$ cat src/reorderQueue_consts.svh
`ifndef REORDERQUEUE_CONSTS_SVH
`define REORDERQUEUE_CONSTS_SVH

// --------------------------------------------------
// Payload geometry
// --------------------------------------------------
`define RQ_DATA_WIDTH 128
`define RQ_LANES 4
`define RQ_LANE_SEL_WIDTH 2

// --------------------------------------------------
// Tag and address space
// --------------------------------------------------
`define RQ_TAG_WIDTH 5
`define RQ_NUM_TAGS 32
`define RQ_COUNT_WIDTH 8
// 32 word slots per lane for each tag
`define RQ_STRIDE_WIDTH 5
`define RQ_ADDR_WIDTH 10
`define RQ_PIPE_DEPTH 6

`endif

$ cat src/reorderQueuePkg.sv
`include "reorderQueue_consts.svh"

package reorderQueuePkg;

    // Tag of an outstanding request
    typedef logic [`RQ_TAG_WIDTH-1:0] tagType;

    // One bit per tag
    typedef logic [`RQ_NUM_TAGS-1:0] tagMapType;

    // Running word count of a packet
    typedef logic [`RQ_COUNT_WIDTH-1:0] countType;

    // One bit per 32-bit lane
    typedef logic [`RQ_LANES-1:0] laneMaskType;
    typedef logic [`RQ_LANE_SEL_WIDTH-1:0] laneSelType;

    // Fill position inside one lane
    typedef logic [`RQ_STRIDE_WIDTH-1:0] strideType;

    // Stored word address, tag in the upper bits
    typedef logic [`RQ_ADDR_WIDTH-1:0] addrType;

    typedef logic [`RQ_DATA_WIDTH-1:0] dataType;

endpackage

$ cat src/beatIf.sv
`timescale 1ns/1ps
`include "reorderQueue_consts.svh"

// One counted beat, present whenever beatValid is high
interface beatIf;
    import reorderQueuePkg::*;

    logic        beatValid;
    tagType      beatTag;
    // Enables already rotated to the tag's fill lanes
    laneMaskType laneEn;
    // Old count modulo lanes
    laneSelType  rotate;
    // Running count including this beat
    countType    words;
    logic        done;
    logic        err;
    // Payload shifted down by the start offset
    dataType     data;

    // --------------------------------------------------
    // Views
    // --------------------------------------------------
    modport source (
        output beatValid, beatTag, laneEn, rotate, words, done, err, data
    );

    // Lane slots only need the tag and their enable bit
    modport lane (
        input beatValid, beatTag, laneEn
    );

    modport sink (
        input beatValid, beatTag, rotate, words, done, err, data
    );

endinterface

$ cat src/wordCounter.sv
`timescale 1ns/1ps
`include "reorderQueue_consts.svh"

module wordCounter (
    input  logic                         CLK,
    input  logic                         RST,
    input  logic                         valid,
    input  reorderQueuePkg::dataType     data,
    input  reorderQueuePkg::laneMaskType dataEn,
    input  logic                         startFlag,
    input  reorderQueuePkg::laneSelType  startOffset,
    input  logic                         done,
    input  logic                         err,
    input  reorderQueuePkg::tagType      tag,
    input  reorderQueuePkg::tagMapType   tagClear,
    beatIf.source                        beat,
    output reorderQueuePkg::tagMapType   tagFinish
);
    import reorderQueuePkg::*;

    // Stage 0, raw input capture
    logic        valid0;
    tagType      tag0;
    dataType     data0;
    laneMaskType en0;
    logic        startFlag0;
    laneSelType  offset0;
    logic        done0;
    logic        err0;

    // Start alignment
    laneSelType  shiftDown;
    laneMaskType enAligned;
    dataType     dataAligned;
    countType    beatWords;

    // Stage 1, aligned beat and count RAM read
    logic        valid1;
    tagType      tag1;
    laneMaskType en1;
    dataType     data1;
    countType    cnt1;
    logic        done1;
    logic        err1;
    countType    ramQ;
    logic        tagLive1;
    logic        useCurr;
    logic        usePrev;

    // Stage 2, new count
    logic        valid2;
    tagType      tag2;
    laneMaskType en2;
    dataType     data2;
    logic        done2;
    logic        err2;
    countType    baseCount;
    countType    count;
    countType    prevCount;
    laneSelType  oldLane;
    logic [2*`RQ_LANES-1:0] enRot;

    // Per-tag state
    countType    countRam [`RQ_NUM_TAGS];
    tagMapType   tagUsed;

    // Finish flag follows the beat to the output edge
    logic [`RQ_PIPE_DEPTH-4:0] finValid;
    tagType      finTag [`RQ_PIPE_DEPTH-3];

    // --------------------------------------------------
    // Start offset alignment and word count
    // --------------------------------------------------
    always_comb begin
        shiftDown = startFlag0 ? offset0 : '0;
        enAligned = en0 >> shiftDown;
        dataAligned = data0 >> {shiftDown, 5'd0};
        beatWords = '0;
        for (int i = 0; i < `RQ_LANES; i++) begin
            beatWords = beatWords + countType'(enAligned[i]);
        end
    end

    // Forward over the read-to-write gap, else RAM value unless tag was cleared
    always_comb begin
        if (useCurr) begin
            baseCount = count;
        end else if (usePrev) begin
            baseCount = prevCount;
        end else begin
            baseCount = tagLive1 ? ramQ : '0;
        end
        // Fill lanes start where the tag left off
        enRot = {en2, en2} << oldLane;
    end

    // --------------------------------------------------
    // Control state
    // --------------------------------------------------
    always_ff @(posedge CLK) begin
        if (RST) begin
            valid0 <= 1'b0;
            valid1 <= 1'b0;
            valid2 <= 1'b0;
            useCurr <= 1'b0;
            usePrev <= 1'b0;
            tagUsed <= '0;
            beat.beatValid <= 1'b0;
            beat.laneEn <= '0;
            finValid <= '0;
            tagFinish <= '0;
        end else begin
            valid0 <= valid;
            valid1 <= valid0;
            valid2 <= valid1;
            // Same tag one or two beats ahead
            useCurr <= valid1 && (tag1 == tag0);
            usePrev <= valid2 && (tag2 == tag0);
            // Clear wins over a new beat of the same tag
            tagUsed <= (tagUsed | (valid0 ? tagMapType'(1) << tag0 : '0)) & ~tagClear;
            beat.beatValid <= valid2;
            beat.laneEn <= valid2 ? enRot[2*`RQ_LANES-1:`RQ_LANES] : '0;
            finValid <= {finValid[`RQ_PIPE_DEPTH-5:0], valid2 & (done2 | err2)};
            tagFinish <= finValid[`RQ_PIPE_DEPTH-4] ?
                         tagMapType'(1) << finTag[`RQ_PIPE_DEPTH-4] : '0;
        end
    end

    // --------------------------------------------------
    // Beat payload pipeline
    // --------------------------------------------------
    always_ff @(posedge CLK) begin
        tag0 <= tag;
        data0 <= data;
        en0 <= dataEn;
        startFlag0 <= startFlag;
        offset0 <= startOffset;
        done0 <= done;
        err0 <= err;

        tag1 <= tag0;
        en1 <= enAligned;
        data1 <= dataAligned;
        cnt1 <= beatWords;
        done1 <= done0;
        err1 <= err0;
        ramQ <= countRam[tag0];
        tagLive1 <= tagUsed[tag0];

        tag2 <= tag1;
        en2 <= en1;
        data2 <= data1;
        done2 <= done1;
        err2 <= err1;
        count <= baseCount + cnt1;
        prevCount <= count;
        oldLane <= baseCount[`RQ_LANE_SEL_WIDTH-1:0];

        beat.beatTag <= tag2;
        beat.rotate <= oldLane;
        beat.words <= count;
        beat.done <= done2;
        beat.err <= err2;
        beat.data <= data2;

        finTag[0] <= tag2;
        for (int k = 1; k < `RQ_PIPE_DEPTH-3; k++) begin
            finTag[k] <= finTag[k-1];
        end
    end

    // Count RAM, written one edge after the count forms
    always_ff @(posedge CLK) begin
        if (valid2) begin
            countRam[tag2] <= count;
        end
    end

endmodule

$ cat src/laneSlot.sv
`timescale 1ns/1ps
`include "reorderQueue_consts.svh"

module laneSlot (
    input  logic                        CLK,
    input  logic                        RST,
    input  reorderQueuePkg::tagMapType  tagClear,
    beatIf.lane                         beat,
    input  reorderQueuePkg::laneSelType laneIdx,
    output reorderQueuePkg::addrType    addr,
    output logic                        en
);
    import reorderQueuePkg::*;

    // Stage 1, position RAM read
    logic      valid1;
    tagType    tag1;
    logic      en1;
    strideType posQ;
    logic      posLive1;
    logic      useCurr;
    logic      usePrev;

    // Stage 2, position update
    logic      valid2;
    tagType    tag2;
    logic      en2;
    strideType basePos;
    strideType pos;
    strideType prevPos;
    strideType oldPos;

    // Fill position of each tag in this lane
    strideType posRam [`RQ_NUM_TAGS];
    tagMapType posUsed;

    // --------------------------------------------------
    // Forwarding
    // --------------------------------------------------
    always_comb begin
        if (useCurr) begin
            basePos = pos;
        end else if (usePrev) begin
            basePos = prevPos;
        end else begin
            // Cleared or never used tag starts at slot 0
            basePos = posLive1 ? posQ : '0;
        end
    end

    always_ff @(posedge CLK) begin
        if (RST) begin
            valid1 <= 1'b0;
            valid2 <= 1'b0;
            useCurr <= 1'b0;
            usePrev <= 1'b0;
            posUsed <= '0;
            en <= 1'b0;
        end else begin
            valid1 <= beat.beatValid;
            valid2 <= valid1;
            useCurr <= valid1 && (tag1 == beat.beatTag);
            usePrev <= valid2 && (tag2 == beat.beatTag);
            posUsed <= (posUsed | (beat.beatValid ? tagMapType'(1) << beat.beatTag : '0))
                       & ~tagClear;
            en <= valid2 & en2;
        end
    end

    // --------------------------------------------------
    // Read, forward and add, base plus position
    // --------------------------------------------------
    always_ff @(posedge CLK) begin
        tag1 <= beat.beatTag;
        en1 <= beat.laneEn[laneIdx];
        posQ <= posRam[beat.beatTag];
        posLive1 <= posUsed[beat.beatTag];

        tag2 <= tag1;
        en2 <= en1;
        oldPos <= basePos;
        // Advance only when a word lands in this lane
        pos <= basePos + strideType'(en1);
        prevPos <= pos;

        // Tag region is 32 words deep
        addr <= {tag2, {`RQ_STRIDE_WIDTH{1'b0}}} + addrType'(oldPos);
    end

    always_ff @(posedge CLK) begin
        if (valid2) begin
            posRam[tag2] <= pos;
        end
    end

endmodule

$ cat src/payloadAligner.sv
`timescale 1ns/1ps
`include "reorderQueue_consts.svh"

module payloadAligner (
    input  logic                     CLK,
    input  logic                     RST,
    beatIf.sink                      beat,
    output reorderQueuePkg::dataType storedData,
    output logic                     pktValid,
    output logic                     pktDone,
    output logic                     pktErr,
    output logic                     pktWordsLte1,
    output logic                     pktWordsLte2,
    output reorderQueuePkg::tagType  pktTag,
    output reorderQueuePkg::countType pktWords
);
    import reorderQueuePkg::*;

    // Stage 1
    logic       valid1;
    tagType     tag1;
    countType   words1;
    logic       done1;
    logic       err1;
    dataType    data1;
    laneSelType rot1;

    // Stage 2
    logic       valid2;
    tagType     tag2;
    countType   words2;
    logic       done2;
    logic       err2;
    dataType    data2;
    logic       lte1;
    logic       lte2;

    logic [2*`RQ_DATA_WIDTH-1:0] dataDup;

    // --------------------------------------------------
    // Word rotation up by the tag's old count
    // --------------------------------------------------
    always_comb begin
        dataDup = {data1, data1} << {rot1, 5'd0};
    end

    always_ff @(posedge CLK) begin
        if (RST) begin
            valid1 <= 1'b0;
            valid2 <= 1'b0;
            pktValid <= 1'b0;
        end else begin
            valid1 <= beat.beatValid;
            valid2 <= valid1;
            pktValid <= valid2;
        end
    end

    always_ff @(posedge CLK) begin
        tag1 <= beat.beatTag;
        words1 <= beat.words;
        done1 <= beat.done;
        err1 <= beat.err;
        data1 <= beat.data;
        rot1 <= beat.rotate;

        tag2 <= tag1;
        words2 <= words1;
        done2 <= done1;
        err2 <= err1;
        data2 <= dataDup[2*`RQ_DATA_WIDTH-1:`RQ_DATA_WIDTH];
        // Packet fits in one or two beats
        lte1 <= words1 <= countType'(`RQ_LANES);
        lte2 <= words1 <= countType'(2*`RQ_LANES);

        pktTag <= tag2;
        pktWords <= words2;
        pktDone <= done2;
        pktErr <= err2;
        pktWordsLte1 <= lte1;
        pktWordsLte2 <= lte2;
        storedData <= data2;
    end

endmodule

$ cat src/reorderQueueInput.sv
`timescale 1ns/1ps
`include "reorderQueue_consts.svh"

module reorderQueueInput (
    input  logic                                      CLK,
    input  logic                                      RST,
    // Incoming beat
    input  logic                                      valid,
    input  reorderQueuePkg::dataType                  data,
    input  reorderQueuePkg::laneMaskType              dataEn,
    input  logic                                      startFlag,
    input  reorderQueuePkg::laneSelType               startOffset,
    input  logic                                      done,
    input  logic                                      err,
    input  reorderQueuePkg::tagType                   tag,
    // Tag bookkeeping
    output reorderQueuePkg::tagMapType                tagFinish,
    input  reorderQueuePkg::tagMapType                tagClear,
    // RAM write side
    output reorderQueuePkg::addrType [`RQ_LANES-1:0]  storedAddr,
    output reorderQueuePkg::dataType                  storedData,
    output reorderQueuePkg::laneMaskType              storedEn,
    // Packet info, aligned with the RAM write
    output logic                                      pktValid,
    output reorderQueuePkg::tagType                   pktTag,
    output reorderQueuePkg::countType                 pktWords,
    output logic                                      pktWordsLte1,
    output logic                                      pktWordsLte2,
    output logic                                      pktDone,
    output logic                                      pktErr
);
    import reorderQueuePkg::*;

    beatIf beat ();

    // --------------------------------------------------
    // Count, align and rotate enables
    // --------------------------------------------------
    wordCounter uCounter (
        .CLK         (CLK),
        .RST         (RST),
        .valid       (valid),
        .data        (data),
        .dataEn      (dataEn),
        .startFlag   (startFlag),
        .startOffset (startOffset),
        .done        (done),
        .err         (err),
        .tag         (tag),
        .tagClear    (tagClear),
        .beat        (beat),
        .tagFinish   (tagFinish)
    );

    // One fill position tracker per RAM lane
    for (genvar i = 0; i < `RQ_LANES; i++) begin : gLane
        laneSlot uLane (
            .CLK      (CLK),
            .RST      (RST),
            .tagClear (tagClear),
            .beat     (beat),
            .laneIdx  (laneSelType'(i)),
            .addr     (storedAddr[i]),
            .en       (storedEn[i])
        );
    end

    payloadAligner uAligner (
        .CLK          (CLK),
        .RST          (RST),
        .beat         (beat),
        .storedData   (storedData),
        .pktValid     (pktValid),
        .pktDone      (pktDone),
        .pktErr       (pktErr),
        .pktWordsLte1 (pktWordsLte1),
        .pktWordsLte2 (pktWordsLte2),
        .pktTag       (pktTag),
        .pktWords     (pktWords)
    );

endmodule

$ cat config.mk
export PLATFORM = sky130hd
export DESIGN_NAME = reorderQueueInput
export DESIGN_NICKNAME = d
export VERILOG_FILES = /design/src/reorderQueuePkg.sv /design/src/beatIf.sv /design/src/wordCounter.sv /design/src/laneSlot.sv /design/src/payloadAligner.sv /design/src/reorderQueueInput.sv
export VERILOG_INCLUDE_DIRS = /design/src /design/src/src
export SDC_FILE = /design/constraint.sdc
export NUM_CORES = 2
export LEC_CHECK = 0
export BUFFER_PORTS_ARGS = -buffer_cell sky130_fd_sc_hd__buf_2
export CORE_MARGIN = 2
export CORE_UTILIZATION = 45
export DETAILED_ROUTE_END_ITERATION = 16
export PLACE_DENSITY = 0.67
export SLEW_MARGIN = 20
export SYNTH_ARGS = -nofsm -noshare
export SYNTH_HDL_FRONTEND = slang
export SYNTH_SLANG_ARGS = --single-unit
$ cat constraint.sdc
create_clock -name CLK -period 2.6 [get_ports CLK]
set_input_delay 0.13 -clock CLK [delete_from_list [all_inputs] [get_ports CLK]]
set_output_delay 0.13 -clock CLK [all_outputs]
set_load 0.01 [all_outputs]
==> metrics.txt <==
Post-synth EDFFs=896; critical path launch point type=flip-flop; crit path max fanout=27; clk root buf=clkbuf_16; Worst-path clk slew=0.06 ns; CTS buffer count=205; worst hold path type=primary input to flip-flop; clk buf depth=3; minimum clock period=2.379 ns; Seq pwr share=52.8%; worst skew pair latency=0.84 ns; critical path arrival=3.12 ns; WL per Instance=24.15 µm; Fin. Hold Viols=0; Via Count=39180; skew final=0.03668 ns; Switching Share=21.35%; total track usage=21.70%; DRT iter0 DRCs=3701; Crit Path Category=flip-flop to flip-flop; Core Region=157800 µm²; max cap viols=0; period utilization=91.50%; placed cells=6588; input/output buffers=398; TritonCTS clock tree=done; synthesized net count=4318; Cell Count, Final, Fillers Out=7304; Clock power frac=42.8%; Post-Syn Area per Cell=17.28 µm²; met2 WL post-DR=87.62 mm; Max VDD drop=647.2 µV; smallest hold slack=0.06465 ns; layout cells sized above 1=27.09%; placed instance area=77050 µm²; Via density=5.364; PnR Total Power=73300 µW; synthesized flop and latch total=2244; die area=161600 µm²; Post-Route Utilization=55.50%; post-synthesis sequential area ratio=75.60%; post-synth cell types=50; Pre-antenna DRT Iters=5; PD cells=836.8 nW/µm²; Int Pwr=57650 µW; most frequent cells in the layout=dfxtp_1 (1341), edfxtp_1 (896), mux4_2 (400); Gate power share=4.4%; DRC viols=0; total global routing overflow=0; row count=146; post-synthesis instance total=4126; top sig layer=met5; design area=87600 µm²; Synth Warn #=0; # IOs=399; met1 WL=71.13 mm; initial antenna violation count=12; status=finished, final reports clean; drt total wl=176.4 mm; CTS resizes=0; final slew viol count=0; RSZ-0062 raised after global routing=false; Pleak=0.03302 µW; first-pass GRT wire length=260.0 mm; RD Place Congestion=0.8411; H-tree Lvls=4; Worst Max-Slew Pin Slew=0.9478 ns; Chip Height=402.0 µm; sw power=15650 µW; Final nets=5240; HPWL Detailed=109.4 mm; antenna-violating nets left=0; clk sink count=2244; Async S/R FF share, synth=0%; top_reg_cell synth=dfxtp_1; CP Capture Type=flip-flop; f_max=420.3 MHz; Mapped Area=71290 µm²; met3 wire len=12.94 mm; relative slew slack=36.81%; vias in the first global route=39770; largest net degree at the start of global routing=82; synth-to-layout area growth=22.88%; die width=402.0 µm; Initial Util=45.17%; Worst Path Required=3.34 ns; most common cell after layout, fill and taps aside=dfxtp_1; Final Setup Violations=0
state kept, by name, indices dropped and copies added (netlist names), 21 cells and up:
name / flops
gLane.uLane.addr: 21
gLane.uLane.posRam: 640
gLane.uLane.posUsed: 128
uAligner.data1: 128
uAligner.data2: 128
uAligner.storedData: 128
uCounter.beat.data: 128
uCounter.countRam: 256
uCounter.data0: 128
uCounter.data1: 128
uCounter.data2: 128
uCounter.tagFinish: 32
uCounter.tagUsed: 32
per-layer routing:
layer	track usage, %	vias to the layer above
met4	6.516	12
met1	28.05	20050
met5	0	-
met2	36.84	1577
li1	-	17260
met3	4.562	287
path summary, 6_finish.rpt:
| path | startpoint | to | slack, ns | cells past startpoint |
|---|---|---|---|---|
| max reg2reg | gLane[2].uLane.usePrev$_SDFF_PP0_ | gLane[3].uLane.pos[4]$_DFF_P_ | 0.22 | 6 |
| min | data[62] | uCounter.data0[62]$_DFF_P_ | 0.06 | 2 |
| max | gLane[2].uLane.usePrev$_SDFF_PP0_ | gLane[3].uLane.pos[4]$_DFF_P_ | 0.22 | 6 |
| min reg2reg | uCounter.beat.rotate[1]$_DFF_P_ | uAligner.rot1[1]$_DFF_P_ | 0.30 | 0 |
cells by family (layout without fill, tap and decap cells):
| kind of cell | count (synthesis) | count (layout) | synth area share (%) |
|---|---|---|---|
| adders and majority gates | 15 | 15 | 0.2843 |
| xor gates and xnor gates | 36 | 36 | 0.4423 |
| AOI/OAI and AO/OA | 408 | 408 | 3.740 |
| buffers and inverters | 233 | 1331 | 1.499 |
| and+or+nand+nor | 684 | 684 | 4.302 |
| other | 0 | 8 | 0 |
| DFF | 2244 | 2244 | 75.60 |
| muxes | 506 | 506 | 14.13 |
cells in the mapped netlist (all sizes together) (3+ instances only):
master,count,area (µm²)
dfxtp,1348,26990
nor2,170,638.1
o21ai,65,325.3
mux2i,101,1011
inv,14,52.55
nand3b,10,75.07
a31oi,5,31.28
or2,9,56.30
nand2,287,1077
or3,4,25.02
a222oi,10,100.1
ha,13,162.7
o211ai,3,22.52
mux2,5,56.30
xor2,15,131.4
a21oi,110,550.5
a221o,6,60.06
nor2b,33,206.5
clkbuf,96,360.4
o21a,129,968.4
nor3,49,245.2
buf,123,655.6
mux4,400,9009
a22oi,27,202.7
nand2b,9,56.30
o22ai,20,125.1
nand3,26,130.1
edfxtp,896,26910
and3,69,431.7
xnor2,21,183.9
and2,8,50.05
o221ai,21,183.9
a211oi,4,30.03
timing repair:
action,CTS,global route
buffers inserted,0,0
hold endpoints to repair,311,0
hold buffers,325,0
endpoints found under the setup margin,0,0
critical path: stages (launching register included):
cell	delay [ns]
dfxtp_1	0.36
buf_12	0.18
nor2b_1	0.50
a22oi_1	0.13
o21ai_0	0.68
nand3_1	0.21
xnor2_1	0.23
cell type report:
| type | count | area (µm²) |
|---|---|---|
| fillers | 11970 | 70240 |
| flip-flops and latches | 2244 | 53920 |
| multi-input cells | 1649 | 16480 |
| repair buffers | 934 | 7254 |
| clock buffers | 293 | 6076 |
| well taps | 2072 | 2592 |
| clock inverters | 90 | 1199 |
| inverters | 14 | 52.55 |
| diodes | 8 | 20.02 |
power by group through the flow:
stage          combinational (µW)  clock, µW  sequential (µW)
5_1_grt                      3430      33200            38800
4_1_cts                      3210      31800            38700
3_3_place_gp                 2790          0            39400
6_report                     3230      31400            38700
3_5_place_dp                 2820          0            39400
2_1_floorplan                1460          0            39300
metrics by stage:
stage	setup WS, ns	setup TNS [ns]
after floorplan	-0.1154	-13.04
after global placement	0.2266	0
after detailed placement	0.2210	0
after CTS	0.1690	0
after global routing	0.04034	0
final	0.2209	0
Note: power is estimated with default switching activity, not from simulation.
